**src/rtl/soc_pkg.sv**
```systemverilog
package soc_pkg;

  // SRAM word address
  typedef logic [7:0] addr_t;

  // One data word
  typedef logic [31:0] data_t;

  // Copy length in words
  typedef logic [7:0] len_t;

  // Host command opcodes
  typedef enum logic [1:0] {
    OP_WRITE  = 2'd0,
    OP_READ   = 2'd1,
    OP_STATUS = 2'd2,
    OP_COPY   = 2'd3
  } host_op_e;

  // Command held by the host agent while it requests
  typedef struct packed {
    host_op_e op;
    addr_t    addr;   // Destination address for OP_COPY
    addr_t    src;
    len_t     len;
    data_t    wdata;
  } host_cmd_t;

  // Answer that is valid while the host ack is high
  typedef struct packed {
    data_t rdata;
    logic  busy;
  } host_rsp_t;

  // One SRAM access as issued by a bus master
  typedef struct packed {
    logic  we;
    addr_t addr;
    data_t wdata;
  } bus_req_t;

  // Job handed from the host port to the copy engine
  typedef struct packed {
    addr_t src;
    addr_t dst;
    len_t  len;
  } copy_job_t;

endpackage

```
**src/rtl/copy_engine.sv**
```systemverilog
`timescale 1ns/1ps

module copy_engine (
  input  logic               clk_i,
  input  logic               rst_n_i,
  // Job handshake
  input  logic               copy_req_i,
  input  soc_pkg::copy_job_t copy_job_i,
  output logic               copy_ack_o,
  output logic               copy_busy_o,
  // Bus master side
  output logic               bus_req_o,
  output soc_pkg::bus_req_t  bus_o,
  input  logic               bus_ack_i,
  input  soc_pkg::data_t     bus_rdata_i
);

  import soc_pkg::*;

  typedef enum logic [2:0] {
    IDLE,
    ACCEPT,
    RD,
    WR,
    NEXT
  } ce_state_e;

  ce_state_e state_q;
  logic      bus_req_q;
  len_t      left_q;
  addr_t     src_q;
  addr_t     dst_q;
  data_t     buf_q;
  logic      xfer_done;

  // Bus handshake over: req dropped and ack fell
  assign xfer_done = !bus_req_q && !bus_ack_i;

  assign copy_ack_o  = (state_q == ACCEPT);
  assign copy_busy_o = (state_q != IDLE);

  assign bus_req_o   = bus_req_q;
  assign bus_o.we    = (state_q == WR);
  assign bus_o.addr  = (state_q == WR) ? dst_q : src_q;
  assign bus_o.wdata = buf_q;

  ////////////////////////////////////////////////////////////////////////////
  // Control
  ////////////////////////////////////////////////////////////////////////////

  always_ff @(posedge clk_i) begin
    if (!rst_n_i) begin
      state_q   <= IDLE;
      bus_req_q <= 1'b0;
      left_q    <= '0;
    end else begin
      case (state_q)
        IDLE: begin
          if (copy_req_i) begin
            left_q  <= copy_job_i.len;
            state_q <= ACCEPT;
          end
        end
        // Zero length finishes right after the handshake
        ACCEPT: begin
          if (!copy_req_i) begin
            if (left_q == '0) begin
              state_q <= IDLE;
            end else begin
              bus_req_q <= 1'b1;
              state_q   <= RD;
            end
          end
        end
        RD: begin
          if (bus_req_q && bus_ack_i) begin
            bus_req_q <= 1'b0;
          end else if (xfer_done) begin
            bus_req_q <= 1'b1;
            state_q   <= WR;
          end
        end
        WR: begin
          if (bus_req_q && bus_ack_i) begin
            bus_req_q <= 1'b0;
          end else if (xfer_done) begin
            state_q <= NEXT;
          end
        end
        NEXT: begin
          left_q <= left_q - len_t'(1);
          if (left_q == len_t'(1)) begin
            state_q <= IDLE;
          end else begin
            bus_req_q <= 1'b1;
            state_q   <= RD;
          end
        end
        default: state_q <= IDLE;
      endcase
    end
  end

  ////////////////////////////////////////////////////////////////////////////
  // Pointers and word buffer
  ////////////////////////////////////////////////////////////////////////////

  // 8-bit pointers wrap at 256, the SRAM index at NumWords
  always_ff @(posedge clk_i) begin
    if (state_q == IDLE && copy_req_i) begin
      src_q <= copy_job_i.src;
      dst_q <= copy_job_i.dst;
    end else if (state_q == NEXT) begin
      src_q <= src_q + addr_t'(1);
      dst_q <= dst_q + addr_t'(1);
    end
    if (state_q == RD && bus_req_q && bus_ack_i) begin
      buf_q <= bus_rdata_i;
    end
  end

  // A new job only starts once the last bus access has ended
  a_accept_idle : assert property (@(posedge clk_i) disable iff (!rst_n_i)
    copy_ack_o |-> !bus_req_o && !bus_ack_i);

endmodule

```
**config.mk**
```make
export PLATFORM = sky130hd
export DESIGN_NAME = copy_engine
export DESIGN_NICKNAME = d
export VERILOG_FILES = /design/src/rtl/soc_pkg.sv /design/src/rtl/copy_engine.sv
export SDC_FILE = /design/constraint.sdc
export NUM_CORES = 1
export LEC_CHECK = 0
export BUFFER_PORTS_ARGS = -buffer_cell sky130_fd_sc_hd__buf_2
export CAP_MARGIN = 0
export CORE_MARGIN = 4
export CORE_UTILIZATION = 49
export DETAILED_ROUTE_END_ITERATION = 12
export PLACE_DENSITY = 0.86
export SYNTH_ARGS = -nofsm -noshare
export SYNTH_HDL_FRONTEND = slang
export SYNTH_SLANG_ARGS = --single-unit
```
**constraint.sdc**
```tcl
create_clock -name clk_i -period 3 [get_ports clk_i]
set_input_delay 0.6 -clock clk_i [delete_from_list [all_inputs] [get_ports clk_i]]
set_output_delay 0.6 -clock clk_i [all_outputs]
set_load 0.01 [all_outputs]
```
**Yosys cells after proc, flatten, opt, wreduce, memory -nomap -nowiden**

Cells that the tools add are included.

- Input bits: 60
- Word-level logic and storage cells: 63
- Flip-flop bits (word level): 60
- Output and inout bits: 44

- Eq/ne operators: 15
- Muxes and demuxes: 23
- Reductions and logical operators: 16
- $add $sub $neg: 3

Operators by type and width:

| kind | count |
|---|---|
| two-way mux 8 bit | 6 |
| two-way mux 3 bit | 6 |
| adder 8 x 1 -> 8 bit, second input constant | 2 |
| case mux 8 bit (2 select lines) | 1 |
| case mux 3 bit (5 select lines) | 1 |
| inequality test 2 bit, second input constant | 7 |
| AND reduction 6 bit | 2 |
| == test 8 x 1 -> 1 bit, second input constant | 1 |
| zero test 8 bit | 1 |
| subtractor 8 x 1 -> 8 bit, second input constant | 1 |
| == test 3 x 2 -> 1 bit, second input constant | 2 |
| two-way mux 1 bit | 6 |
| logical AND 1 bit | 5 |
| two-way mux 2 bit | 2 |
| inequality test 2 x 1 -> 1 bit, second input constant | 2 |
| case mux 1 bit (4 select lines) | 1 |
| nonzero test 2 bit | 2 |
| nonzero test 4 bit | 1 |
| == test 3 x 1 -> 1 bit, second input constant | 1 |
| == test 3 bit, second input constant | 1 |
| zero test 3 bit | 1 |
| inequality test 3 bit, second input constant | 1 |
| nonzero test 3 bit | 1 |
| zero test 1 bit | 2 |
| AND reduction 2 bit | 1 |

**Longest topological paths before layout**

- Depth after elaboration: 5
- Gate-level depth with buffers: 6
- Depth with buffers taken out: 6

**Worst setup path after synthesis**

Ideal clock, no wire load.

- Kind: register to register
- Start: register state_q[1]
- End: register buf_q[0] (enable)
- Setup slack: 0.346 ns
- Period minus slack after synthesis: 2.654 ns
- Arrival: 2.233 ns
- Setup time: 0.421 ns
- Required time: 2.579 ns
- Stages on the path, launching flop included: 5
- Buffers on the path: 1
- Path through: dfxtp_1 > buf_4 > nor2b_1 > nand3_1 > nor2_1

- Longest elaborated chain between the ends: 3

Ends and longest elaborated chain:

| item | line | text |
|---|---|---|
| from (decl) | copy_engine.sv:28 | `ce_state_e state_q;` |
| from (signal assigned) | copy_engine.sv:53 | `state_q <= IDLE;` |
| from (signal assigned) | copy_engine.sv:61 | `state_q <= ACCEPT;` |
| from (signal assigned) | copy_engine.sv:68 | `state_q <= IDLE;` |
| == test 3 x 2 -> 1 bit | copy_engine.sv:117 | `if (state_q == RD && bus_req_q && bus_ack_i) begin` |
| logical AND 1 bit (2 in a row) | copy_engine.sv:117 |  |
| to (signal assigned) | copy_engine.sv:118 | `buf_q <= bus_rdata_i;` |
| to (decl) | copy_engine.sv:33 | `data_t buf_q;` |

Every way passes these cells.
A chain may end at the register's enable or synchronous reset.

==> impl_results.md <==
* Status: finished clean
* Most instantiated cells after synthesis: edfxtp_1, nand2_1, o21ai_0
* Final instance area at 0.00356 mm²
* Count of state elements after synthesis at 60
* Synthesized area at 0.00277 mm²
* Fillers at 417
* I/O pin count at 104
* Worst endpoint required time at 2.40 ns
* Most frequently used flop master after synthesis: edfxtp_1
* Total of max-cap violations at 0
* Die Area at 0.00693 mm²
* Setup bufs post-CTS at 0
* Num CTS Buffers at 9
* Register area share after synthesis at 60.6%
* Final Instance Count excl. Fillers at 413
* Syn_nets at 294
* Number of placement rows at 27
* Initial Util at 50.4%
* GR Overflow Total at 0
* Syn Area/Cell at 12.2 µm²
* Final Core Density at 64.7%
* CP Max Fanout at 12
* Largest net degree at the start of global routing at 33
* Layout Nets at 403
* DP Cell Count at 397
* CTS tree: yes
* First-pass GRT wire length at 10500 µm
* Post-CTS Resized at 0
* Worst VDD drop at 0.000309 V
* Arr. time, crit path at 2.02 ns
* Final setup vio count at 0
* Area Growth Syn to Fin at 28.5%
* Worst hold path type: input port to register
* Wire per inst at 15.9 µm
* Final HPWL from detailed placement at 4920 µm
* Count of final hold-check violations at 0
* Setup crit end kind: output pin
* Worst skew pair latency at 0.32 ns
* Vias in the first global route at 2165
* Slew Viols, Final at 0
* Area of the core at 0.00551 mm²
* Initial antenna violation count at 0
* Most common cell in the synthesized netlist: edfxtp_1
* Minimum clock period at 2.62 ns
* Hold Buf Count CTS at 0
* Tcrit/Tclk final at 87.4%
* Top cell type's share of synthesized area at 52.0%
* Critical path, cell by cell: nor2b_1 -> nand2_1 -> mux2_2 -> buf_2
* Crit. Startpoint: state_q[1]$_SDFFE_PN0P_
* CP Launch Type: register
* Routed via count at 2180
* Die Wd at 83.2 µm
* Setup_tns at 0 ns
* Final ANT Viol Nets at 0
* Rel. slew slack at 54.3%
* Clock slew at reported path FFs at 0.07 ns
* Mapped Cells at 227
* Port bufs at 103
* Critical path class: register to output pin
* CTS Buffer Depth at 2
* Largest area contributor in the netlist: edfxtp_1
* Clock root cell: clkbuf_8
* DR vias/cell at 5.28
* Leak at 1.50 nW
* Number of synthesized flops with an enable pin at 48
* Final wirelength at 6550 µm
* Initial DRC Count at 68
* Worst Min Path Start: bus_rdata_i[20]
* Unrepaired setup endpoints after global routing: false
* Yosys warnings at 0
* Total track usage at 19.2%
* Slowest stage delay, CP at 0.61 ns
* Placer congestion estimate at 0.849
* Layout cells sized above 1 at 40.5%
* Top cells by area, synth: edfxtp_1, dfxtp_1, nand2_1
* Number of diodes at 0
* Synth cell types at 44
* Reg2reg start: state_q[0]$_SDFFE_PN0P_
* Post-DP Area at 0.00335 mm²
* Worst-margin pin slew at 0.679 ns
* Clk_skew at 0.00899 ns
* Power Density at 571 mW/mm²
* Die Y at 83.2 µm
* H-Tree Depth at 3
* Fraction of registers with async set/reset at 0%
* Fmax at 0.381 GHz
* Hold WS at 0.446 ns
* DRC at 0
* R2R Setup Slk at 0.91 ns
* Crit-path slowest cell: dfxtp_1
* Clock tree sinks at 60
* Pre-antenna DRT Iters at 4
## worst paths after layout
path,to,cells after the start
setup / recovery,bus_o[39],4
hold / removal,buf_q[20]$_DFFE_PP_,1
setup reg to reg,src_q[2]$_DFFE_PP_,3
hold reg to reg,left_q[5]$_SDFFE_PN0P_,2
## critical path: cells and delay by family, from the launching register on
family / cells / cell delay [ns]
buf+inv: 1 / 0.14
flops: 1 / 0.61
mux: 1 / 0.38
simple gates: 2 / 0.57
## cells in the final DEF (no fill, tap or decap), drive strengths merged, types with 8 or more instances in the layout
master and instances:
clkbuf 9, xnor2 8, nand2 30, o21ai 21, dfxtp 12, inv 13, buf 105, nor2 9
edfxtp 48, nand3 12, mux2 8
## final cells by class
type | instances | area, µm² | area share [%]
clock buffers | 9 | 124 | 3.47
multi-input cells | 148 | 1000 | 28.2
repair buffers | 105 | 531 | 14.9
clock inverters | 7 | 90.1 | 2.53
flip-flops and latches | 60 | 1680 | 47.2
inverters | 12 | 45.0 | 1.26
well taps | 72 | 90.1 | 2.53
## layer usage
metal / wire, µm / global-route usage, % / vias to the layer above / part of all wire (%)
met4: 104 / 6.39 / 0 / 1.6
met2: 3140 / 32.1 / 112 / 48
met1: 2730 / 23.4 / 1007 / 42
met3: 576 / 6.45 / 11 / 8.8
li1: - / - / 1050 / -
met5: 0 / 0 / - / 0
## metrics by stage
| step | setup WS [ns] | power, mW |
|---|---|---|
| finish | 0.377 | 2.04 |
| global route | 0.183 | 2.14 |
| CTS | 0.367 | 2.05 |
| detailed placement | 0.732 | 1.28 |
| global placement | 0.798 | 1.26 |
| floorplan | 0.346 | 1.18 |
## kinds of logic (layout without fill, tap and decap cells)
logic type	Yosys count	count (layout)	synth area share [%]
buffers and inverters	19	133	3.29
AO/OA/AOI/OAI	46	46	11.1
XOR/XNOR	15	15	4.74
multiplexers	8	8	3.25
AND/OR/NAND/NOR	72	72	13.9
flip-flops	60	60	60.6
adder cells (fa/ha/maj)	7	7	3.16
## flip-flops by register name (all words and copies together), names as in the netlist
name,cells
left_q,8
src_q,8
state_q,3
buf_q,32
bus_req_o,1
dst_q,8
## where the power goes
part | internal, mW | switching (mW) | leakage (nW)
registers | 0.951 | 0.0508 | 0.540
clock network | 0.464 | 0.307 | 0.107
logic | 0.127 | 0.136 | 0.855
No activity file was read; power rests on OpenSTA's default activity.
