## config.mk

```make
export PLATFORM = sky130hd
export DESIGN_NAME = mem_arbiter
export DESIGN_NICKNAME = d
export VERILOG_FILES = /design/src/rtl/soc_pkg.sv /design/src/rtl/mem_arbiter.sv
export SDC_FILE = /design/constraint.sdc
export NUM_CORES = 1
export LEC_CHECK = 0
export ABC_AREA = 1
export BUFFER_PORTS_ARGS = -buffer_cell sky130_fd_sc_hd__buf_4
export CAP_MARGIN = 20
export CELL_PAD_IN_SITES_DETAIL_PLACEMENT = 2
export CELL_PAD_IN_SITES_GLOBAL_PLACEMENT = 2
export CORE_MARGIN = 5
export CORE_UTILIZATION = 15
export DETAILED_ROUTE_END_ITERATION = 8
export GPL_TIMING_DRIVEN = 0
export PLACE_DENSITY_LB_ADDON = 0.1
export SLEW_MARGIN = 10
export SYNTH_ARGS = -nofsm -noshare
export SYNTH_HDL_FRONTEND = slang
export SYNTH_SLANG_ARGS = --single-unit
```

## constraint.sdc

```tcl
create_clock -name clk_i -period 1.7 [get_ports clk_i]
set_input_delay 0.34 -clock clk_i [delete_from_list [all_inputs] [get_ports clk_i]]
set_output_delay 0.34 -clock clk_i [all_outputs]
set_load 0.03 [all_outputs]
```

## src/rtl/soc_pkg.sv

```systemverilog
package soc_pkg;

  // SRAM word address
  typedef logic [7:0] addr_t;

  // One data word
  typedef logic [31:0] data_t;

  // Copy length in words
  typedef logic [7:0] len_t;

  // Host command opcodes
  typedef enum logic [1:0] {
    OP_WRITE  = 2'd0,
    OP_READ   = 2'd1,
    OP_STATUS = 2'd2,
    OP_COPY   = 2'd3
  } host_op_e;

  // Command held by the host agent while it requests
  typedef struct packed {
    host_op_e op;
    addr_t    addr;   // Destination address for OP_COPY
    addr_t    src;
    len_t     len;
    data_t    wdata;
  } host_cmd_t;

  // Answer that is valid while the host ack is high
  typedef struct packed {
    data_t rdata;
    logic  busy;
  } host_rsp_t;

  // One SRAM access as issued by a bus master
  typedef struct packed {
    logic  we;
    addr_t addr;
    data_t wdata;
  } bus_req_t;

  // Job handed from the host port to the copy engine
  typedef struct packed {
    addr_t src;
    addr_t dst;
    len_t  len;
  } copy_job_t;

endpackage

```

## src/rtl/mem_arbiter.sv

```systemverilog
`timescale 1ns/1ps

module mem_arbiter (
  input  logic              clk_i,
  input  logic              rst_n_i,
  // Master 0, host port
  input  logic              m0_req_i,
  input  soc_pkg::bus_req_t m0_bus_i,
  output logic              m0_ack_o,
  output soc_pkg::data_t    m0_rdata_o,
  // Master 1, copy engine
  input  logic              m1_req_i,
  input  soc_pkg::bus_req_t m1_bus_i,
  output logic              m1_ack_o,
  output soc_pkg::data_t    m1_rdata_o,
  // SRAM side
  output logic              mem_en_o,
  output soc_pkg::bus_req_t mem_bus_o,
  input  soc_pkg::data_t    mem_rdata_i
);

  import soc_pkg::*;

  typedef enum logic [1:0] {
    IDLE,
    ACCESS,
    HOLD
  } arb_state_e;

  arb_state_e state_q;
  logic       last_q;    // Master served last, also the current grant
  logic       sel;
  logic       any_req;
  logic       gnt_req;
  data_t      rdata_q;

  assign any_req = m0_req_i | m1_req_i;

  // On a tie the master not served last wins
  always_comb begin
    if (m0_req_i && m1_req_i) begin
      sel = ~last_q;
    end else begin
      sel = m1_req_i;
    end
  end

  // Grant and access share the IDLE cycle
  assign mem_en_o  = (state_q == IDLE) && any_req;
  assign mem_bus_o = sel ? m1_bus_i : m0_bus_i;

  // Request line of the granted master
  assign gnt_req = last_q ? m1_req_i : m0_req_i;

  always_ff @(posedge clk_i) begin
    if (!rst_n_i) begin
      state_q <= IDLE;
      last_q  <= 1'b1;
    end else begin
      case (state_q)
        IDLE: begin
          if (any_req) begin
            last_q  <= sel;
            state_q <= ACCESS;
          end
        end
        ACCESS:  state_q <= HOLD;
        // Grant held until the master lets go
        HOLD: begin
          if (!gnt_req) begin
            state_q <= IDLE;
          end
        end
        default: state_q <= IDLE;
      endcase
    end
  end

  // Read data register, loaded as the SRAM answers
  always_ff @(posedge clk_i) begin
    if (state_q == ACCESS) begin
      rdata_q <= mem_rdata_i;
    end
  end

  assign m0_ack_o   = (state_q == HOLD) && !last_q;
  assign m1_ack_o   = (state_q == HOLD) && last_q;
  assign m0_rdata_o = rdata_q;
  assign m1_rdata_o = rdata_q;

  // A master only lets go of its request while it is acknowledged
  a_m0_req_held : assert property (@(posedge clk_i) disable iff (!rst_n_i)
    $fell(m0_req_i) |-> m0_ack_o);

  a_m1_req_held : assert property (@(posedge clk_i) disable iff (!rst_n_i)
    $fell(m1_req_i) |-> m1_ack_o);

endmodule

```

; Word level (Yosys, flattened, before mapping)
; Index checks and enable logic that the tools add are counted.
[word_totals]
register_bits = 35
input_bits = 118
elab_cells = 23
[classes]
eq_ne = 4
muxes = 6
bitwise_logic = 2
reduce_logical = 8
[ops]
columns = op, count
row1 = 41-bit two-way mux, 1
row2 = 2-bit one-hot mux with 3 select lines, 1
row3 = 1-bit logical AND, 4
row4 = 2-bit two-way mux, 2
row5 = 2-bit inequality test (second input constant), 2
row6 = 2-bit AND reduction, 2
row7 = 2-bit by 1-bit equality test with 1-bit output (second input constant), 1
row8 = 2-bit equality test (second input constant), 1
row9 = 2-bit logical NOT, 1
row10 = 1-bit two-way mux, 2
row11 = 1-bit logical NOT, 1
row12 = 1-bit inverter, 1
row13 = 1-bit OR, 1

; Logic depth before layout (Yosys ltp)
; Gate-level depths: netlist (run 1).
[depth]
ltp_word = 3
ltp_mapped = 6

; Worst setup path after synthesis (run 1)
; No wires, ideal clock.
[synth_path]
path_kind = reg-to-reg
start = reg state_q[1]
end = reg rdata_q[0], in the netlist m0_rdata_o[0], enable pin
setup_ns = 0.387
arrival_time_ns = 1.042
t_required_ns = 1.313
path_slack_ns = 0.271
stages_incl_launch_ff = 4
n_path_buf = 0
synth_period_minus_slack_ns = 1.429
path_cell_list = dfxtp_1 > inv_1 > nand2_1 > inv_1
[synth_via]
elab_chain_cells = 1
[synth_lines]
columns = element, line
row1 = from (decl), mem_arbiter.sv:30  ; arb_state_e state_q;
row2 = from (signal assigned), mem_arbiter.sv:57  ; state_q <= IDLE;
row3 = from (signal assigned), mem_arbiter.sv:64  ; state_q <= ACCESS;
row4 = from (signal assigned), mem_arbiter.sv:67  ; ACCESS: state_q <= HOLD;
row5 = 2-bit by 1-bit equality test with 1-bit output, mem_arbiter.sv:81  ; if (state_q == ACCESS) begin
row6 = to (signal assigned), mem_arbiter.sv:82  ; rdata_q <= mem_rdata_i;
row7 = to (decl), mem_arbiter.sv:35  ; data_t rdata_q;
; Every way passes these cells.
; A chain may end at the register's enable or synchronous reset.

==> results.md, run 1 <==
* WP data arrival at 1310 ps
* Slew HR at 0.5459
* Slew @ Worst Pin at between 600 and 700 ps
* CTS Buffer Depth at 2
* Num Clock Sinks at 35
* Die Y at 122.6 um
* Adder-Cell Fraction of Synth Area at 0
* Area Growth Syn to Fin at 117.2%
* CTS tree: done
* Initial antenna violation count at 0
* CP Capture Type: primary output
* Largest delay share family, worst path: buffers and inverters
* Clk pwr share at 0.265
* Post-Layout Cell Count at 629
* First-pass GRT wire length at roughly 14000 um
* Synthesis-stage register bit count at 35
* Gate power share at 0.412
* Post-DP HPWL at ~8000 um
* Setup TNS at 0 ps
* Synthesized cell area at approximately 1900 um^2
* Synth warn at 0
* Die ar. at 15030 um^2
* Dpl cells at approximately 620
* Sequential share of the synthesized area at 0.5368
* Final setup vio count at 0
* # port buffers at around 230
* Mux contribution to synthesized area at 0
* Largest stage delay, worst path at 360 ps
* LEAKAGE at around 2.2 nW
* Critical Path, Cell by Cell: nand2_4 -> nand2_8 -> inv_8 -> buf_8 -> nand2_1 -> nand2_1 -> buf_6
* Fillers at approximately 1500
* Vias in the first global route at between 2000 and 3000
* DRT iter0 DRCs at between 40 and 50
* Largest family of logic cells by synthesized area: simple AND/OR/NAND/NOR gates
* Critical path class: reg2out
* Final worst-path cycle share at 0.9696
* Max stage delay cell, worst path: dfxtp_4
* # diodes at 0
* Post-layout util at 0.3300
* Status: finished, final reports clean
* Clock root buffer: clkbuf_16
* Worst clock skew at ~3.3 ps
* Critical path startpoint category: flip-flop
* Psw at approximately 0.0011 W
* Seq pwr share at 0.323
* Max-cap violations at 0
* Final min period at approximately 1600 ps
* I/O Pins at around 230
* RSZ-0062 raised after global routing: yes
* Row cnt at 41
* WP data required at between 1000 and 1500 ps
* Buf+Inv Stages, Crit Path at 3
* Net Sw Frac at 0.3373
* Cells after Synth at about 220
* Synth Area per Inst at around 8.6 um^2
* Synth Area in XOR/XNOR at 0
* Worst-path maximum fanout at 10
* Hold crit path type: in2reg
* H-tree depth at 2
* Final Hold Violating Endpoints at 0
* Die extent in x at between 100 and 150 um
* Power per cell area at a little under 800 nW/um^2
* CTS Buf Count at 5
* Nets at ~570
* Int Power at between 0.002 and 0.0025 W
* VDD IR max at 0.2968 mV
* Overflow after GRT at 0
* Post-synthesis compound-gate area fraction at 0.005263
* CP most frequent cell: nand2_1
* WL final at 9217 um
* DR WL/cell at 14.65 um
* Layout cells sized above 1 at 0.6149
* Largest net degree at the start of global routing at 33
* Initial Utilization at 0.1519
* Worst-path clk slew at 60 ps
* First-pass DRT Iterations at 4
* RD Place Congestion at around 0.70
* Max-slew violations at 0
* Number of hold buffers added after CTS at 0
* GRT Total Usage at 0.1160
* Commonest non-fill, non-tap cells in the layout: buf_4, nand2_1, edfxtp_1
* Via count at about 2300
* Simple-gate portion of the synthesized area at 0.2783
* DRC viols at 0
* Syn_nets at 340
* Library cells used by synthesis at 13
* Core ar. at around 13000 um^2
* Skew-Pair Late Insertion Delay at about 280 ps
* Most common cell after layout, fill and taps aside: buf_4
* Post-route ant nets at 0
* Drt via density at between 3 and 4
* Upper clock frequency limit at around 0.61 GHz
## path summary, 6_finish.rpt
check,startpoint,endpoint,slack [ps],cells after the start
worst max register to register,state_q[1],m0_rdata_o[5],360,3
worst min-delay path,mem_rdata_i[8],m0_rdata_o[8],240,1
worst max-delay path,last_q,mem_bus_o[12],50,7
worst min register to register,last_q,last_q,520,2
## sequential cells by signal, summed over array words and instances, names as in the netlist
register,flops
m0_rdata_o,32
state_q,2
last_q,1
## metrics by stage
| step | power (W) | hold slack, ps | worst slack [ps] | cell area (um^2) |
|---|---|---|---|---|
| 3_3_place_gp | 0.002337 | 489.6 | -94.25 | 3806 |
| 3_5_place_dp | 0.002360 | 519.4 | 132.6 | 3806 |
| 5_1_grt | 0.003448 | 219.3 | -41.83 | 4130 |
| 4_1_cts | 0.003252 | 226.4 | -3.367 | 3951 |
| 2_1_floorplan | 0.001748 | 424.7 | 271.1 | 1902 |
| 6_report | 0.003267 | 237.7 | 51.73 | 4130 |
## routing by layer
metal / track usage / vias up / wire length (um)
met4: 0.03779 / 0 / 107
met3: 0.04332 / 7 / 1021
li1: - / 1122 / -
met2: 0.2185 / 136 / 4848
met1: 0.1173 / 1047 / 3240
met5: 0 / - / 0
## power by group through the flow
| stage | Sequential (W) | Combinational, W | Clock [W] |
|---|---|---|---|
| after floorplan | 0.00117 | 0.000583 | 0 |
| after global placement | 0.00107 | 0.00127 | 0 |
| after detailed placement | 0.00107 | 0.00129 | 0 |
| after CTS | 0.00105 | 0.00129 | 0.000905 |
| after global routing | 0.00106 | 0.00144 | 0.000946 |
| final | 0.00105 | 0.00135 | 0.000867 |
## worst reg2reg max path, delay by kind of cell, from the launching register on
kind,cells,cell delay [ps]
and+or+nand+nor,1,80
buffers and inverters,2,580
DFF,1,310
## layout make-up
class / instances / area [um^2] / area share
Multi-Input combinational cell: 140 / 558.0 / 0.1351
Sequential cell: 35 / 1025 / 0.2481
Buffer: 40 / 349.1 / 0.08452
Clock buffer: 6 / 128.9 / 0.03120
Inverter: 7 / 33.78 / 0.008179
Timing Repair Buffer: 227 / 1808 / 0.4377
Clock inverter: 2 / 12.51 / 0.003029
Tap cell: 172 / 215.2 / 0.05211
## repair_timing
item	CTS	global route
setup buffers	0	1
cloned	0	1
pin swaps	0	1
endpoints found under the setup margin	40	40
gates resized for setup	2	39
## cell usage after synthesis
library cell,count,share of area
buf_6,4,0.024
inv_2,1,0.0020
nand2_2,1,0.0033
nand2_1,130,0.26
inv_1,6,0.012
nand3_1,1,0.0026
edfxtp_1,32,0.51
o21ai_0,1,0.0026
dfxtp_1,3,0.032
nand2_4,1,0.0059
a21oi_1,1,0.0026
buf_4,36,0.14
nor2_1,5,0.0099
## cells by family after synthesis
kind of cell           count (synthesis)
buffers and inverters                 47
AOI/OAI and AO/OA                      2
and+or+nand+nor                      138
DFF                                   35
No activity file was read; power rests on OpenSTA's default activity.
==> run 2: changes to the inputs <==
CELL_PAD_IN_SITES_DETAIL_PLACEMENT = 0   (was 2)
CELL_PAD_IN_SITES_GLOBAL_PLACEMENT = 1   (was 2)
CORE_UTILIZATION = 21   (was 15)
==> run 2 against run 1 <==
Net effect: wire length down 21%; maximum frequency about the same; sequential power about the same; utilization up 14 points; via count down 4.9%; non-clock buffer count up 5; clock power down 17%; critical path depth unchanged; critical endpoint is now mem_bus_o[37].
==> results.md, run 2 (synthesized netlist as in run 1, its figures left out) <==
* Die Y at 105.2 um
* Drt via density at 3.856
* Max reg flops at 32
* RD Place Congestion at 0.7570
* Initial antenna violation count at 0
* Hold WS at roughly 230 ps
* Critical Path, Cell by Cell: nand2_4 -> nand2_8 -> clkinv_8 -> clkbuf_16 -> nand2_2 -> nand2_1 -> buf_6
* Commonest non-fill, non-tap cells in the layout: buf_4, nand2_1, edfxtp_1
* # diodes at 0
* Post-Layout Cell Count at 570
* Worst-path clk slew at about 70 ps
* Slew HR at 0.6574
* First-pass GRT wire length at 10670 um
* Worst clock skew at slightly below 6 ps
* Worst-path maximum fanout at 8
* Max stage delay cell, worst path: dfxtp_4
* Dpl cells at approximately 560
* WP data required at about 1400 ps
* Die ar. at 11060 um^2
* Num Clock Sinks at 35
* DR WL/cell at between 10 and 15 um
* RSZ-0062 raised after global routing: yes
* Final Power at about 0.0031 W
* Via count at between 2000 and 2500
* Final instance area at roughly 4100 um^2
* CTS Buffer Depth at 2
* Die extent in x at 105.2 um
* Hold crit path type: in2reg
* CTS Buf Count at 5
* # port buffers at ~230
* DRT iter0 DRCs at a little under 60
* Largest delay share family, worst path: buffers and inverters
* Core ar. at approximately 8800 um^2
* WP data arrival at ~1300 ps
* Nets at around 580
* GRT Total Usage at 0.1189
* CTS tree: done
* First-pass DRT Iterations at 3
* Power per cell area at around 760 nW/um^2
* CP Capture Type: primary output
* VDD IR max at between 0.2 and 0.3 mV
* WL final at 7302 um
* Status: finished, final reports clean
* Upper clock frequency limit at between 0.6 and 0.7 GHz
* Placed Area at about 3800 um^2
* Slew @ Worst Pin at 513.3 ps
* LEAKAGE at about 2.2 nW
* Post-route ant nets at 0
* Vias in the first global route at between 2000 and 2500
* H-tree depth at 2
* Max-cap violations at 0
* Initial Utilization at 0.2170
* I/O Pins at approximately 230
* Post-DP HPWL at about 6100 um
* Final setup vio count at 0
* Final worst-path cycle share at 0.9704
* Largest stage delay, worst path at approximately 370 ps
* Final min period at ~1600 ps
* Final Hold Violating Endpoints at 0
* Overflow after GRT at 0
* Area Growth Syn to Fin at 117.4%
* Critical path class: reg2out
* Post-layout util at 0.4717
* Critical path startpoint category: flip-flop
* DRC viols at 0
* Buf+Inv Stages, Crit Path at 3
* Most common cell after layout, fill and taps aside: buf_4
* Layout cells sized above 1 at 0.6429
* Skew-Pair Late Insertion Delay at ~280 ps
* Row cnt at 34
* Clock root buffer: clkbuf_8
* Largest net degree at the start of global routing at 23
* Max-slew violations at 0
[run 2: cell types whose count changed in the layout (fill, tap and decap cells not counted), moves of 2 or more]
cell / before / now
nand2_1: 128 / 116
nand2_2: 2 / 13
clkbuf_8: 0 / 5
buf_6: 26 / 30
clkbuf_16: 6 / 2
buf_8: 5 / 3
[run 2: power breakdown]
part / switching [W] / internal, W / leakage, nW
sequential: 0.0000321 / 0.00102 / 0.324
clock: 0.000284 / 0.000437 / 0.0514
combinational: 0.000733 / 0.000640 / 1.82
total: 0.00105 / 0.00209 / 2.20
[run 2: final timing paths]
kind | from | endpoint | slack, ps | depth (start not counted)
max reg2reg | state_q[1] | m0_rdata_o[26] | 350 | 4
min reg2reg | last_q | last_q | 500 | 2
max | last_q | mem_bus_o[37] | 50 | 7
min | mem_rdata_i[3] | m0_rdata_o[3] | 230 | 1
[run 2: layout make-up]
| type | instances | area, um^2 |
|---|---|---|
| buffer | 40 | 334.1 |
| multi-input combinational | 140 | 593.1 |
| fill | 855 | 4629 |
| inverter | 7 | 38.79 |
| timing repair buffer | 232 | 1898 |
| clock buffer | 6 | 72.57 |
| sequential | 35 | 1025 |
| clock inverter | 2 | 37.54 |
| tap | 108 | 135.1 |
[run 2: metrics by stage]
stage,TNS [ps],setup WS [ps]
after floorplan,0,271.1
after global placement,-488.5,-16.87
after detailed placement,0,131.7
after CTS,0,1.821
after global routing,-304.8,-40.93
final,0,50.25
[run 2: layer usage]
metal | wire (um) | track usage | up-vias
met5 | 0 | 0 | -
met3 | 960 | 0.04871 | 5
met1 | 2331 | 0.1205 | 922
met2 | 3927 | 0.2212 | 137
met4 | 82 | 0.03562 | 0
li1 | - | - | 1134
[run 2: worst reg2reg max path: stages, from the launching register on]
cell     delay (ps)
dfxtp_1         310
inv_1            60
nand2_1          60
inv_1           390
buf_16          230
[run 2: timing repair]
item / 4_1_cts / 5_1_grt
cloned: 0 / 2
endpoints found under the setup margin: 40 / 40
pin swaps: 0 / 4
setup buffers: 0 / 4
resized for setup: 2 / 53
hold buffers: 0 / 0
==> run 3: changes to the inputs <==
ABC_AREA = not set   (was 1)
CORE_UTILIZATION = 24   (was 21)
==> run 3 against run 2 <==
Net effect: the run now ends with negative setup slack left; critical path depth fell by 2; final cell count fell by 18%; sequential share of layout area fell by 0.43 points; non-clock buffer count fell by 8; area after synthesis rose by 6.8%; clock skew fell by 2.1 ps; combinational power barely moved; first-iteration DRC count fell by 44%; worst setup slack got worse by 240 ps; utilization rose by 4.1 points; largest cell class unchanged; highest routed layer unchanged.
==> results.md, run 3 <==
* Status: finished with violations
* Failing checks: negative setup slack
* Adder-Cell Fraction of Synth Area at 0
* I/O Pins at roughly 230
* Library cells used by synthesis at 18
* Sequential share of the synthesized area at 0.5028
* CTS Buf Count at 5
* H-tree depth at 2
* Largest family of logic cells by synthesized area: multiplexers
* Upper clock frequency limit at 0.5287 GHz
* Most frequent cell after synthesis: mux2_4
* Post-synthesis compound-gate area fraction at 0.01725
* Clock root buffer: clkbuf_8
* Synth cell count leaders: mux2_4, buf_4, edfxtp_1
* Fillers at about 750
* Hold Crit Depth at 1
* Synth top area cells: edfxtp_1, mux2_4, buf_4
* Synth Area in XOR/XNOR at 0
* Die extent in x at roughly 100 um
* Psw at 0.0009971 W
* Skew-Pair Late Insertion Delay at 280 ps
* Via count at 1883
* Dpl cells at roughly 460
* WP data required at between 1000 and 1500 ps
* WP data arrival at 1550 ps
* HP Start: mem_rdata_i[4]
* RD Place Congestion at around 0.75
* Final min period at approximately 1900 ps
* VDD IR max at approximately 0.43 mV
* Synthesized cell area at between 2000 and 2500 um^2
* Post-DP HPWL at just over 6000 um
* First-pass GRT wire length at 9701 um
* Initial Utilization at 0.2471
* Layout cells sized above 1 at 0.8760
* Int Power at around 0.0022 W
* Prevailing post-synth register cell: edfxtp_1
* Post-synth EDFFs at 32
* Net Sw Frac at 0.3154
* Hold WS at 228.0 ps
* Drt via density at 4.024
* Slew @ Worst Pin at ~780 ps
* Mux contribution to synthesized area at 0.3062
* Post-layout util at 0.5127
* Commonest non-fill, non-tap cells in the layout: buf_4, mux2_4, buf_6
* Worst-path maximum fanout at 10
* Synth Area per Inst at about 16 um^2
* CTS tree: done
* Syn_nets at roughly 240
* Most common cell after layout, fill and taps aside: buf_4
* Multi-input gate area at between 700 and 800 um^2
* # port buffers at 225
* Slew HR at 0.4769
* Hold crit path type: in2reg
* DRC viols at 0
* Initial antenna violation count at 0
* Worst R2R Setup Slack at ~120 ps
* Critical path startpoint category: flip-flop
* GRT Total Usage at 0.1227
* Simple-gate portion of the synthesized area at 0.03142
* Post-Layout Cell Count at ~470
* Reg2reg end: m0_rdata_o[11]
* First-pass DRT Iterations at 4
* Row cnt at 33
* Synth warn at 0
* CTS Buffer Depth at 2
* Number of hold buffers added after CTS at 0
* Die Y at roughly 100 um
* Cells after Synth at about 130
* Seq pwr share at 0.335
* Max reg flops at 32
* Hold Path End: m0_rdata_o[4]
* Nets at 480
* Synthesis-stage register bit count at 35
* WL final at 7119 um
* Die ar. at around 10000 um^2
* Max-cap violations at 0
* Max-slew violations at 0
* Biggest area consumer among synthesized cells: edfxtp_1
* Final setup vio count at 41
* Critical R2R Launch: state_q[0]
* Worst clock skew at 3.781 ps
* RSZ-0062 raised after global routing: yes
* LEAKAGE at roughly 2.1 nW
* # diodes at 0
* Overflow after GRT at 0
* Setup ws final at -191.5 ps
* Area occupied by registers at between 1000 and 1500 um^2
* Clk pwr share at 0.233
* Critical path class: reg2out
* Post-route ant nets at 0
* Final worst-path cycle share at 1.113
* Power per cell area at around 750 nW/um^2
* Largest net degree at the start of global routing at 34
* DRT iter0 DRCs at 33
* Reg2Reg Depth at 1
* Worst-path clk slew at around 70 ps
* Gate power share at 0.432
* Core ar. at 8217 um^2
* Area Growth Syn to Fin at 107.5%
* Asr flop ratio synth at 0
* Num Clock Sinks at 35
* DR WL/cell at roughly 15 um
* Vias in the first global route at about 2000
* Final Hold Violating Endpoints at 0
* Post-synth top area share at 0.4732
* CP Capture Type: primary output
## run 3: cell types whose count changed after synthesis, sizes merged, moves of 3 or more
cell / change
inv: -6
nor2: -4
nand2: -132
buf: -4
mux2: +41
nor3b: +3
## run 3: cells by family after synthesis
group / Yosys count
AO/OA/AOI/OAI: 3
flip-flops: 35
multiplexers: 42
AND/OR/NAND/NOR: 9
buffers and inverters: 37
## run 3: how the worst max path moves through the flow
stage             start            end  slack (ps)  cells past startpoint
2_1_floorplan    last_q       m1_ack_o         130                      2
3_3_place_gp   m0_req_i  mem_bus_o[20]         -90                      5
3_5_place_dp   m0_req_i  mem_bus_o[17]         -90                      5
4_1_cts          last_q  mem_bus_o[17]        -200                      5
5_1_grt          last_q  mem_bus_o[31]        -240                      5
6_report         last_q  mem_bus_o[17]        -190                      5
## run 3: what timing repair did
| item | CTS | global route |
|---|---|---|
| setup buffers | 3 | 0 |
| endpoints found under the setup margin | 41 | 73 |
| pin swaps | 1 | 0 |
| gates resized for setup | 52 | 1 |
| cloned | 0 | 1 |
## run 3: area by class of cell
class | count | area share
flip-flops and latches | 35 | 0.2435
inverters | 1 | 0.0008910
repair buffers | 228 | 0.4458
well taps | 105 | 0.03119
multi-input cells | 55 | 0.1758
clock inverters | 3 | 0.01040
plain buffers | 36 | 0.07603
clock buffers | 5 | 0.01634
## run 3: critical path, stage by stage (launching register included)
cell and delay [ps]:
dfxtp_4 360, a21boi_4 170, buf_12 150, buf_12 140, mux2_4 310, buf_6 140
## run 3: metrics by stage
stage | cell area [um^2] | setup TNS [ps] | setup slack (ps) | power (W)
finish | 4213 | -7554 | -191.5 | 0.003161
global route | 4213 | -9429 | -241.9 | 0.003293
CTS | 4203 | -7920 | -198.7 | 0.003193
detailed placement | 3859 | -3402 | -90.95 | 0.002345
global placement | 3859 | -3508 | -92.90 | 0.002340
floorplan | 2038 | 0 | 125.7 | 0.001807
## run 3: power groups by stage
stage | Combinational [W] | Clock [W] | Sequential (W)
floorplan | 0.000632 | 0 | 0.00118
global placement | 0.00126 | 0 | 0.00108
detailed placement | 0.00127 | 0 | 0.00108
CTS | 0.00138 | 0.000758 | 0.00106
global route | 0.00143 | 0.000794 | 0.00107
finish | 0.00136 | 0.000738 | 0.00106
## run 3: per-layer routing
layer / GRT usage / routed length (um)
met1: 0.1132 / 2110
met2: 0.2249 / 3756
met3: 0.06553 / 1117
met4: 0.04945 / 135
met5: 0 / 0
