$ cat src/rtl/soc_pkg.sv
package soc_pkg;

  // SRAM word address
  typedef logic [7:0] addr_t;

  // One data word
  typedef logic [31:0] data_t;

  // Copy length in words
  typedef logic [7:0] len_t;

  // Host command opcodes
  typedef enum logic [1:0] {
    OP_WRITE  = 2'd0,
    OP_READ   = 2'd1,
    OP_STATUS = 2'd2,
    OP_COPY   = 2'd3
  } host_op_e;

  // Command held by the host agent while it requests
  typedef struct packed {
    host_op_e op;
    addr_t    addr;   // Destination address for OP_COPY
    addr_t    src;
    len_t     len;
    data_t    wdata;
  } host_cmd_t;

  // Answer that is valid while the host ack is high
  typedef struct packed {
    data_t rdata;
    logic  busy;
  } host_rsp_t;

  // One SRAM access as issued by a bus master
  typedef struct packed {
    logic  we;
    addr_t addr;
    data_t wdata;
  } bus_req_t;

  // Job handed from the host port to the copy engine
  typedef struct packed {
    addr_t src;
    addr_t dst;
    len_t  len;
  } copy_job_t;

endpackage

$ cat src/rtl/host_port.sv
`timescale 1ns/1ps

module host_port (
  input  logic               clk_i,
  input  logic               rst_n_i,
  // Host handshake
  input  logic               host_req_i,
  input  soc_pkg::host_cmd_t host_cmd_i,
  output logic               host_ack_o,
  output soc_pkg::host_rsp_t host_rsp_o,
  // Bus master side
  output logic               bus_req_o,
  output soc_pkg::bus_req_t  bus_o,
  input  logic               bus_ack_i,
  input  soc_pkg::data_t     bus_rdata_i,
  // Copy job side
  output logic               copy_req_o,
  output soc_pkg::copy_job_t copy_job_o,
  input  logic               copy_ack_i,
  input  logic               copy_busy_i
);

  import soc_pkg::*;

  typedef enum logic [1:0] {
    IDLE,
    BUS,
    COPY,
    ACK
  } hp_state_e;

  hp_state_e state_q;
  logic      bus_req_q;
  logic      copy_req_q;
  data_t     rdata_q;
  logic      busy_q;

  // Command stays stable until ack, so it drives downstream directly
  assign bus_o.we        = (host_cmd_i.op == OP_WRITE);
  assign bus_o.addr      = host_cmd_i.addr;
  assign bus_o.wdata     = host_cmd_i.wdata;
  assign copy_job_o.src  = host_cmd_i.src;
  assign copy_job_o.dst  = host_cmd_i.addr;
  assign copy_job_o.len  = host_cmd_i.len;

  assign bus_req_o        = bus_req_q;
  assign copy_req_o       = copy_req_q;
  assign host_ack_o       = (state_q == ACK);
  assign host_rsp_o.rdata = rdata_q;
  assign host_rsp_o.busy  = busy_q;

  always_ff @(posedge clk_i) begin
    if (!rst_n_i) begin
      state_q    <= IDLE;
      bus_req_q  <= 1'b0;
      copy_req_q <= 1'b0;
    end else begin
      case (state_q)
        IDLE: begin
          if (host_req_i) begin
            case (host_cmd_i.op)
              OP_WRITE, OP_READ: begin
                bus_req_q <= 1'b1;
                state_q   <= BUS;
              end
              OP_COPY: begin
                copy_req_q <= 1'b1;
                state_q    <= COPY;
              end
              default: state_q <= ACK;
            endcase
          end
        end
        // Drop req on ack, move on once ack has fallen
        BUS: begin
          if (bus_req_q && bus_ack_i) begin
            bus_req_q <= 1'b0;
          end else if (!bus_req_q && !bus_ack_i) begin
            state_q <= ACK;
          end
        end
        // Waits here while the engine is busy
        COPY: begin
          if (copy_req_q && copy_ack_i) begin
            copy_req_q <= 1'b0;
          end else if (!copy_req_q && !copy_ack_i) begin
            state_q <= ACK;
          end
        end
        ACK: begin
          if (!host_req_i) begin
            state_q <= IDLE;
          end
        end
        default: state_q <= IDLE;
      endcase
    end
  end

  // Response capture
  always_ff @(posedge clk_i) begin
    if (state_q == IDLE && host_req_i) begin
      rdata_q <= '0;
    end else if (state_q == BUS && bus_req_q && bus_ack_i) begin
      rdata_q <= bus_rdata_i;
    end
    // Frozen once ack is up
    if (state_q != ACK) begin
      busy_q <= copy_busy_i;
    end
  end

  // Host keeps its request up until it has been acknowledged
  a_req_held : assert property (@(posedge clk_i) disable iff (!rst_n_i)
    $fell(host_req_i) |-> host_ack_o);

endmodule

$ cat config.mk
export PLATFORM = sky130hd
export DESIGN_NAME = host_port
export DESIGN_NICKNAME = d
export VERILOG_FILES = /design/src/rtl/soc_pkg.sv /design/src/rtl/host_port.sv
export SDC_FILE = /design/constraint.sdc
export NUM_CORES = 1
export LEC_CHECK = 0
export ABC_AREA = 1
export BUFFER_PORTS_ARGS = -buffer_cell sky130_fd_sc_hd__buf_4
export CAP_MARGIN = 20
export CORE_AREA = 2 2 77 79
export CTS_BUF_LIST = sky130_fd_sc_hd__clkbuf_8
export DETAILED_ROUTE_END_ITERATION = 10
export DIE_AREA = 0 0 79 81
export PLACE_DENSITY_LB_ADDON = 0.25
export REMOVE_ABC_BUFFERS = 1
export SLEW_MARGIN = 20
export SYNTH_ARGS = -nofsm -noshare
export SYNTH_HDL_FRONTEND = slang
export SYNTH_SLANG_ARGS = --single-unit
$ cat constraint.sdc
create_clock -name clk_i -period 2.01 [get_ports clk_i]
set_clock_uncertainty 0.1 [all_clocks]
set_input_delay 0.201 -clock clk_i [delete_from_list [all_inputs] [get_ports clk_i]]
set_output_delay 0.201 -clock clk_i [all_outputs]
set_load 0.05 [all_outputs]
Word-level counts from Yosys, hierarchy flattened

Cells that the tools add are included.

Bits in registers: 37
Logic and storage cells: 56

Mux-type cells: 16
Equal/unequal tests: 16
Reduce and logical (&&, ||, !) cells: 19

Operators by type and width:

| kind               | number |
|---|---|
| $ne 2x2->1 const B | 9 |
| $mux 2             | 6 |
| $pmux 2 s4         | 1 |
| $reduce_and 4->1   | 2 |
| $logic_and 1x1->1  | 7 |
| $eq 2x2->1 const B | 3 |
| $mux 1             | 6 |
| $reduce_and 6->1   | 1 |
| $eq 2x1->1 const B | 2 |
| $logic_not 1->1    | 4 |
| $logic_not 2->1    | 2 |
| $ne 2x1->1 const B | 2 |
| $pmux 1 s2         | 2 |
| $pmux 2 s2         | 1 |
| $reduce_bool 2->1  | 2 |
| $reduce_or 2->1    | 1 |

Logic depth before layout (Yosys ltp)

Gate-level depths: netlist of the first run.

Depth after elaboration: 5
Depth in mapped cells: 9
Gate-level depth less buffers: 9

Worst setup path before layout of the first run

No wires, ideal clock.

Path kind: register to register
Start: register bus_req_q, in the netlist bus_req_o
End: register rdata_q[12]
Period minus slack after synthesis: 1521 ps
Required time: 1793 ps
Data arrival time: 1304 ps
Library setup time: 117 ps
Setup slack: 489 ps
Cell stages (with the launch flop): 5
Buffers on the path: 1
Cell sequence: dfxtp_1 nand3_4 buf_6 o21ai_1 a21oi_1

Longest elaborated chain between the ends: 2

RTL lines:

| item                            | line             | text |
|---|---|---|
| start, declared                 | host_port.sv:33  | `logic bus_req_q;` |
| start signal, assigned          | host_port.sv:55  | `bus_req_q <= 1'b0;` |
| start signal, assigned          | host_port.sv:63  | `bus_req_q <= 1'b1;` |
| start signal, assigned          | host_port.sv:77  | `bus_req_q <= 1'b0;` |
| $logic_and 1x1->1 (2 in series) | host_port.sv:104 | `end else if (state_q == BUS && bus_req_q && bus_ack_i) begin` |
| end signal, assigned            | host_port.sv:105 | `rdata_q <= bus_rdata_i;` |
| end, declared                   | host_port.sv:35  | `data_t rdata_q;` |

No other way between the ends.
A chain may end at the register's enable or synchronous reset.

Worst setup path after layout of the first run

Start: register state_q[0]
End: register rdata_q[17]

Longest elaborated chain between the ends: 3

RTL lines:

| item                            | line             | text |
|---|---|---|
| start, declared                 | host_port.sv:32  | `hp_state_e state_q;` |
| start signal, assigned          | host_port.sv:54  | `state_q <= IDLE;` |
| start signal, assigned          | host_port.sv:64  | `state_q <= BUS;` |
| start signal, assigned          | host_port.sv:68  | `state_q <= COPY;` |
| $eq 2x1->1                      | host_port.sv:104 |  |
| $logic_and 1x1->1 (2 in series) | host_port.sv:104 |  |

Parallel ways exist; a longest one is shown, timed or not.

==> results of run 1 <==
## power by group through the flow
| stage | combinational [mW] | clock (mW) | sequential, mW |
|---|---|---|---|
| after floorplan | 0.514 | 0 | 1.56 |
| after global routing | 1.62 | 0.553 | 1.04 |
| after global placement | 1.49 | 0 | 1.03 |
| after detailed placement | 1.49 | 0 | 1.04 |
| after CTS | 1.50 | 0.520 | 1.03 |
| final | 1.49 | 0.506 | 1.03 |
## worst min-delay path by stage
stage / start / to / slack [ns] / cells after the start
4_1_cts: rst_n_i / state_q[0] / 0.06 / 3
3_3_place_gp: copy_busy_i / busy_q / 0.28 / 1
3_5_place_dp: copy_busy_i / busy_q / 0.28 / 1
6_report: rst_n_i / state_q[0] / 0.06 / 3
2_1_floorplan: copy_busy_i / busy_q / 0.20 / 0
5_1_grt: rst_n_i / state_q[1] / 0.07 / 3
## area by class of cell
class                           instances  area share, %
Clock buffer                            5           2.99
Multi-Input combinational cell        111           25.9
Inverter                               43           7.01
Tap cell                               75           4.08
Timing Repair Buffer                   80           26.8
Sequential cell                        37           32.6
Clock inverter                          3          0.598
## flip-flops by register name, summed over array words and instances, names as in the netlist
register / count
state_q: 2
busy_q: 1
rdata_q: 32
bus_req_o: 1
copy_req_o: 1
## cell usage after synthesis
cell type   n
nand3_1     4
o21ai_0     5
nor2_1     13
inv_1      43
o21a_1      1
edfxtp_1    1
buf_6       6
ha_1        6
a21oi_2     1
a21oi_1    36
dfxtp_1    36
nand3_4     1
o21ai_1    27
nor2_4      1
clkbuf_1    1
nand2_2     1
o21ai_2     1
nand2_1    14
buf_4      65
buf_2       2
## cell families (layout without fill, tap and decap cells)
| kind of cell | count (synthesis) | count (layout) | share of synthesized area, % |
|---|---|---|---|
| adders and majority gates | 6 | 6 | 3.61 |
| buffers and inverters | 117 | 131 | 35.2 |
| DFF | 37 | 37 | 36.1 |
| AOI/OAI and AO/OA | 71 | 71 | 17.6 |
| and+or+nand+nor | 34 | 34 | 7.53 |
## metrics by stage
stage	hold slack (ns)	cell area, sq um	util, %	setup WS (ns)	power (mW)
after floorplan	0.200	1510	-	0.153	2.07
after global placement	0.280	2210	38.9	0.365	2.52
final	0.0638	2300	40.5	0.291	3.03
after CTS	0.0626	2300	40.5	0.291	3.05
after detailed placement	0.282	2210	38.9	0.299	2.53
after global routing	0.0740	2300	40.5	0.0919	3.22
## tightest hold or removal path: cells and delay by family
kind / cells / cell delay, ns
AND/OR/NAND/NOR: 2 / 0.12
buffers and inverters: 1 / 0.11
## per-layer routing
metal  vias up  part of all wire, %
met5         -                 0.52
met4         2                  1.7
met3        14                   30
met2       177                   41
met1       638                   26
li1        790                    -
==> out/metrics.cfg, run 1 <==
[route]
drtAntennaViolNets=0
routed-via-count=1621
drcViolationCount=0
drt-initial-drc-count=85
vias_per_cell=4.58
drt-total-wl_mm=8.77
firstDrtPassIters=4
routedWlPerCell_microns=24.8

[sta]
fmax_mhz=582
layout_min_cycle_time_ns=1.72
setup_viol_count_final=0
hold_violations=0
fin_tns_setup_ns=0
slew_headroom_pct=68.3
rsz0062_at_grt=no
final_max_slew_viol_count=0
fin_crit_sh_pct=85.5
worst_pin_slew_ns=0.474

[clock_network]
clk_path_buf_depth=2
post_cts_resized=0
clkSlewWorstSetupHoldPaths_ns=0.08
tritoncts=yes
clock-sinks=37
ctsHoldBuffers=1
cts_buffers=5
post_cts_buffers=0
htreeDepth=2
cts-root-buf=clkbuf_8
insertion_delay_ns=0.29

[setup_path]
crit_chain=inv_1, ha_1, nand2_2, buf_4, o21ai_1, a21oi_1
endpoint_kind=register
max_stage_delay_ns=0.42
timing.rr.end=rdata_q[17]
worst-r2r-setup-slack_ns=0.29
worstPathRequired_ns=2.13
slowest_stage=dfxtp_1
path_buf_inv=2
crit_end=rdata_q[17]
crit_cells=6
worstPathMaxFanout=27
startpoint=state_q[0]
r2r_cells=6
rr_startpoint=state_q[0]
start_kind=register
worstSetupPathType=register to register
arrival_ns=1.84
crit_family=flip-flops

[grt]
met3_usage_pct=38.1
grt_pass1_vias=1438
use_met2_pct=38.6
grt_use_met1_pct=20.7
antenna_found_initial=0
grt_max_degree=30
gr-usage-all-layers_pct=27.2
grt_pass1_wl_mm=11.5
busiest_layer=met2
overflow=0

[cells_and_area]
layout.cells.non_filler=354
multiInputGateArea_sq_um=597
drive_gt1_share_pct=32.6
regArea_sq_um=751
fin_nets=380
antenna_cells=0
final_common_cell=buf_4
mostFrequentLayoutCells=buf_4 (78), inv_1 (44), a21oi_1 (36), dfxtp_1 (36), o21ai_1 (27)
syn_to_final_growth_pct=10.7
fill_cells=602

[logic_synthesis]
netlist_instances=265
ys_seq_area_share_pct=36.1
synth_top_cell_by_area=dfxtp_1
yosysTopAreaCellShare_pct=34.7
ys_ff_latch=37
synth.distinct_cells=20
synth_area_leaders=dfxtp_1 (35%), buf_4 (23%), a21oi_1 (8.7%), inv_1 (7.8%), o21ai_1 (6.5%)
post_synth.cell_area_avg_sq_um=7.84
synth_warnings=0
syn_area_sq_um=2080

[placed_design]
gp_congestion=0.901
dp_cells=345
port_buffers=76
dp_hpwl_mm=7.51

[worst_hold_path]
hold_path_class=input pin to register

[power_and_ir_drop]
clockPowerShare_pct=16.7
power_leakage_nw=1.06
peakVddDrop_v=0.000559
swShare_pct=46.2
power.switching_mw=1.40
pwr-share-comb_pct=49.3
p_int_mw=1.63
power_density_nw_per_um2=1320
share_seq_of_total_power_pct=33.9

[floorplan]
start_util_pct=36.6
boundaryPins=197
core-area_sq_um=5680
die_h_microns=81
num_rows=28
die-area_sq_um=6400
die_x_microns=79

[status]
run_status=finished clean

[flow_run]
cap_violations=0

Power figures use the tool's default switching activity.
==> run 2: changes to the inputs <==
MAX_ROUTING_LAYER = met4   (was not set)
==> run 2 against run 1 <==
Effect of this change: sequential power hardly changed; non-clock buffer count unchanged; combinational power about the same; maximum frequency fell by 0.13%; clock power hardly changed; highest routed layer is now met4.
==> out/metrics.cfg, run 2 (synthesis gave the netlist of run 1 again) <==
[sta]
hold_violations=0  ; unchanged
fin_ws_ns=0.289  ; -0.00228 ns
layout_min_cycle_time_ns=1.72  ; +0.00228 ns
fin_crit_sh_pct=85.6  ; +0.11 points
final_max_slew_viol_count=0  ; unchanged
worst_pin_slew_ns=0.481  ; +0.00718 ns
setup_viol_count_final=0  ; unchanged
fin_tns_setup_ns=0  ; unchanged
hold_ws_ns=0.0660  ; +0.00218 ns
slew_headroom_pct=67.8  ; -0.48 points
fmax_mhz=581  ; -0.13%
rsz0062_at_grt=no

[floorplan]
boundaryPins=197  ; unchanged
num_rows=28  ; unchanged
core-area_sq_um=5680  ; unchanged
die-area_sq_um=6400  ; unchanged
die_x_microns=79  ; unchanged
die_h_microns=81  ; unchanged
start_util_pct=36.6  ; unchanged

[cells_and_area]
final_common_cell=buf_4
syn_to_final_growth_pct=10.7  ; unchanged
antenna_cells=0  ; unchanged
mostFrequentLayoutCells=buf_4 (78), inv_1 (44), a21oi_1 (36), dfxtp_1 (36), o21ai_1 (27)
fin_nets=380  ; unchanged
top_register=rdata_q
largest_register_ffs=32  ; unchanged
reg_top3=rdata_q (32), state_q (2)
drive_gt1_share_pct=32.6  ; unchanged
final_util_pct=40.5  ; unchanged
layout.cells.non_filler=354  ; unchanged

[grt]
gr-usage-all-layers_pct=27.8  ; +0.67 points
overflow=0  ; unchanged
grt_pass1_wl_mm=11.5  ; -0.54%
antenna_found_initial=0  ; unchanged
grt_pass1_vias=1454  ; +1.1%
grt_max_degree=30  ; unchanged

[route]
drt-initial-drc-count=68  ; -20%
drcViolationCount=0  ; unchanged
wl_met1_mm=2.60  ; +14%
firstDrtPassIters=4  ; unchanged
routedWlPerCell_microns=24.7  ; -0.31%
routed-via-count=1624  ; +0.19%
wl_met2_mm=3.50  ; -3.1%
drtAntennaViolNets=0  ; unchanged
vias_per_cell=4.59  ; +0.19%
routed.top_layer=met4
drt-total-wl_mm=8.74  ; -0.31%
wl_met3_mm=2.43  ; -9.0%

[placed_design]
dpl_worst_slack_ns=0.299  ; unchanged
gp_congestion=0.916  ; +1.7%
dp_hpwl_mm=7.51  ; unchanged
dp_cells=345  ; unchanged
port_buffers=76  ; unchanged

[flow_run]
cap_violations=0  ; unchanged

[status]
run_status=finished clean

[setup_path]
rr_startpoint=state_q[0]
timing.rr.end=rdata_q[17]
crit_cells=6  ; unchanged
max_stage_delay_ns=0.42  ; about the same
worstPathMaxFanout=27  ; unchanged
startpoint=state_q[0]
endpoint_kind=register
worstPathRequired_ns=2.13  ; about the same
crit_end=rdata_q[17]
crit_family=flip-flops
path_buf_inv=2  ; unchanged
r2r_cells=6  ; unchanged
start_kind=register
worstSetupPathType=register to register
arrival_ns=1.84  ; about the same
worst-r2r-setup-slack_ns=0.29  ; about the same
crit_chain=inv_1, ha_1, nand2_2, buf_4, o21ai_1, a21oi_1
slowest_stage=dfxtp_1

[power_and_ir_drop]
pwr-share-comb_pct=49.3  ; about the same
power_density_nw_per_um2=1320  ; about the same
clockPowerShare_pct=16.7  ; about the same
p_int_mw=1.63  ; about the same
power.switching_mw=1.40  ; about the same
peakVddDrop_v=0.000558  ; about the same
share_seq_of_total_power_pct=34.0  ; about the same
swShare_pct=46.2  ; about the same
power_leakage_nw=1.06  ; unchanged

[clock_network]
clock-sinks=37  ; unchanged
clkSlewWorstSetupHoldPaths_ns=0.08  ; about the same
cts_buffers=5  ; unchanged
cts-root-buf=clkbuf_8
htreeDepth=2  ; unchanged
clk_path_buf_depth=2  ; unchanged
post_cts_resized=0  ; unchanged
insertion_delay_ns=0.29  ; about the same
tritoncts=yes

[worst_hold_path]
hold_path_class=input pin to register

[run 2: power groups by stage]
stage          logic [mW]  registers, mW  clock network, mW
3_5_place_dp         1.49           1.04                  0
2_1_floorplan       0.514           1.56                  0
6_report             1.49           1.03              0.507
4_1_cts              1.50           1.03              0.520
3_3_place_gp         1.49           1.03                  0
5_1_grt              1.62           1.04              0.553
[run 2: how the worst min path moves through the flow]
stage | start | to | depth (start not counted)
5_1_grt | rst_n_i | state_q[1] | 3
3_3_place_gp | copy_busy_i | busy_q | 1
3_5_place_dp | copy_busy_i | busy_q | 1
4_1_cts | rst_n_i | state_q[0] | 3
6_report | rst_n_i | state_q[0] | 3
2_1_floorplan | copy_busy_i | busy_q | 0
[run 2: cell type report]
cell class / instances / area, sq um
clock buffer: 5 / 68.8
clock inverter: 3 / 13.8
fill: 602 / 3370
inverter: 43 / 161
multi-input combinational: 111 / 597
sequential: 37 / 751
tap: 75 / 93.8
timing repair buffer: 80 / 616
[run 2: per-layer routing]
layer,vias to the layer above,GRT usage (%)
met4,0,9.14
met3,16,34.9
met1,660,23.2
met2,157,37.5
met5,-,-
li1,791,-
[run 2: through the flow]
step                      cell area, sq um  power [mW]
after floorplan                       1510        2.07
after global placement                2210        2.52
after detailed placement              2210        2.53
after global routing                  2300        3.22
final                                 2300        3.03
after CTS                             2300        3.05
[run 2: tightest hold or removal path, stage by stage]
cell     delay, ns
buf_4         0.11
nand2_1       0.05
nor2_1        0.07
[run 2: timing repair]
item	4_1_cts	5_1_grt
buffers inserted	0	0
hold buffers	1	0
hold endpoints to repair	1	0
==> run 3: changes to the inputs <==
ABC_AREA = 0   (was 1)
TNS_END_PERCENT = 50   (was not set)
==> run 3 against run 2 <==
Effect of this change: critical path type unchanged; first-iteration DRC count up 46%; sequential power down 13%; wire length up 3.7%; via count about the same; critical endpoint is now copy_req_o; combinational power down 37%; non-clock buffer count up 2; sequential share of layout area down 0.16 points; flip-flop and latch count unchanged; highest routed layer unchanged.
==> out/metrics.cfg, run 3 <==
[grt]
grt_pass1_vias=1573  ; +8.2%
grt_max_degree=30  ; unchanged
grt_pass1_wl_mm=12.0  ; +5.1%
gr-usage-all-layers_pct=29.1  ; +1.2 points
antenna_found_initial=0  ; unchanged
overflow=0  ; unchanged

[setup_path]
start_kind=register
worst-r2r-setup-slack_ns=0.36  ; +0.07 ns
endpoint_kind=register
r2r_cells=5  ; -1
worstPathMaxFanout=5  ; -81%
worstPathRequired_ns=2.09  ; -0.04 ns
timing.rr.end=copy_req_o
crit_end=copy_req_o
worstSetupPathType=register to register
rr_startpoint=state_q[0]
startpoint=state_q[0]
arrival_ns=1.73  ; -0.11 ns

[logic_synthesis]
netlist_instances=249  ; -6.0%
synth_warnings=0  ; unchanged
synth.distinct_cells=25  ; +25%
syn_area_sq_um=2040  ; -2.0%
ys_seq_area_share_pct=36.9  ; +0.75 points
synth.top_cells.by_count=nand2_1 (69), buf_4 (66), dfxtp_1 (36)
ys_ff_latch=37  ; unchanged
yosysTopAreaCellShare_pct=35.4  ; +0.72 points
synth_area_leaders=dfxtp_1 (35%), buf_4 (24%), nand2_1 (13%), a21oi_1 (6.1%), ha_1 (3.7%)
synth-main-ff-cell=dfxtp_1
synth-edff-count=1  ; unchanged
synth_most_common_cell=nand2_1
synth_top_cell_by_area=dfxtp_1
post_synth.cell_area_avg_sq_um=8.18  ; +4.2%
synth_async_sr_flop_share_pct=0  ; unchanged

[cells_and_area]
mostFrequentLayoutCells=buf_4 (80), nand2_1 (69), dfxtp_1 (36)
syn_to_final_growth_pct=13.6
top_register=rdata_q
drive_gt1_share_pct=36.5  ; +3.9 points
final_common_cell=buf_4
antenna_cells=0  ; unchanged
final_area_sq_um=2310  ; +0.49%
largest_register_ffs=32  ; unchanged
reg_top3=rdata_q (32), state_q (2)
fin_nets=364  ; -4.2%

[clock_network]
ctsHoldBuffers=1  ; unchanged
post_cts_buffers=0  ; unchanged
clk_path_buf_depth=2  ; unchanged
insertion_delay_ns=0.28  ; about the same
clock-sinks=37  ; unchanged
post_cts_resized=0  ; unchanged
htreeDepth=2  ; unchanged
cts_buffers=5  ; unchanged
cts-root-buf=clkbuf_8
tritoncts=yes
clkSlewWorstSetupHoldPaths_ns=0.08  ; about the same

[floorplan]
die-area_sq_um=6400  ; unchanged
start_util_pct=35.9  ; -0.75 points
die_h_microns=81  ; unchanged
boundaryPins=197  ; unchanged
core-area_sq_um=5680  ; unchanged
die_x_microns=79  ; unchanged
num_rows=28  ; unchanged

[route]
vias_per_cell=4.81  ; +4.8%
drt-total-wl_mm=9.06  ; +3.7%
drtAntennaViolNets=0  ; unchanged
firstDrtPassIters=4  ; unchanged
routed-via-count=1625  ; +0.062%
routedWlPerCell_microns=26.8  ; +8.6%
drt-initial-drc-count=99  ; +46%
drcViolationCount=0  ; unchanged

[worst_hold_path]
hold_path_class=input pin to register
worstHoldStart=bus_rdata_i[12]

[power_and_ir_drop]
power_leakage_nw=0.987  ; -7.0%
peakVddDrop_v=0.000501  ; -10%
power_density_nw_per_um2=1130  ; -14%
total_power_mw=2.61  ; -14%

[sta]
setup_viol_count_final=0  ; unchanged
fin_tns_setup_ns=0  ; unchanged
final_max_slew_viol_count=0  ; unchanged
fin_crit_sh_pct=82.1  ; -3.5 points
rsz0062_at_grt=no
hold_violations=0  ; unchanged
layout_min_cycle_time_ns=1.65  ; -0.0697 ns
fmax_mhz=606  ; +4.2%
slew_headroom_pct=76.4  ; +8.6 points
worst_pin_slew_ns=0.351  ; -0.130 ns
fin_ws_ns=0.359  ; +0.0697 ns

[placed_design]
dpl_cell_area_sq_um=2170  ; -1.8%
gp_congestion=0.889  ; -2.9%
dpl_worst_slack_ns=0.406  ; +0.107 ns
port_buffers=76  ; unchanged
dp_hpwl_mm=7.80  ; +3.8%

[flow_run]
cap_violations=0  ; unchanged

[status]
run_status=finished clean

run 3: changes by cell type after synthesis, moves of 3 or more:
cell / before / now
o21ai_1: 27 / 0
buf_2: 2 / 6
a21oi_1: 36 / 25
buf_8: 0 / 3
inv_1: 43 / 3
nor2_1: 13 / 2
mux2i_1: 0 / 4
buf_6: 6 / 1
nand2_1: 14 / 69
a21oi_2: 1 / 7
run 3: final cells by class:
class / count / area (sq um)
Clock buffer: 5 / 68.8
Tap cell: 75 / 93.8
Timing Repair Buffer: 82 / 631
Inverter: 3 / 11.3
Sequential cell: 37 / 751
Fill cell: 611 / 3360
Multi-Input combinational cell: 133 / 692
Clock inverter: 3 / 65.1
run 3: worst max-delay path, stage by stage (launching register included):
cell and delay, ns:
dfxtp_1 0.41, inv_1 0.11, ha_1 0.25, a21boi_0 0.17
o31a_1 0.31, o21a_1 0.19
run 3: kinds of logic (layout without fill, tap and decap cells):
| family | count (synthesis) | in the layout | share of synthesized area (%) |
|---|---|---|---|
| adders and majority gates | 6 | 6 | 3.69 |
| buffers and inverters | 79 | 93 | 29.1 |
| AOI/OAI and AO/OA | 41 | 41 | 12.0 |
| muxes | 4 | 4 | 1.97 |
| DFF | 37 | 37 | 36.9 |
| and+or+nand+nor | 82 | 82 | 16.3 |
run 3: metrics by stage:
stage          util [%]  hold slack [ns]  instances
2_1_floorplan         -            0.200        173
3_3_place_gp       38.2            0.281        329
3_5_place_dp       38.2            0.283        329
4_1_cts            40.7           0.0437        338
5_1_grt            40.7           0.0427        338
6_report           40.7           0.0522        338
run 3: layer usage:
| metal | track usage (%) | part of all wire [%] | vias up |
|---|---|---|---|
| met4 | 5.69 | 0.83 | 0 |
| met2 | 42.2 | 43 | 179 |
| met1 | 20.5 | 25 | 687 |
| li1 | - | - | 751 |
| met5 | - | 0 | - |
| met3 | 40.8 | 31 | 8 |
run 3: how the worst min path moves through the flow:
stage,cells past startpoint,endpoint,slack [ns]
floorplan,0,busy_q,0.20
finish,3,rdata_q[12],0.05
detailed placement,1,busy_q,0.28
CTS,3,rdata_q[12],0.04
global route,3,rdata_q[20],0.04
global placement,1,busy_q,0.28
run 3: power by group:
group	total (mW)	switching, mW	leakage (nW)	internal, mW
Sequential	0.901	0.0708	0.302	0.830
Combinational	0.945	0.613	0.617	0.332
Clock	0.767	0.274	0.0681	0.493
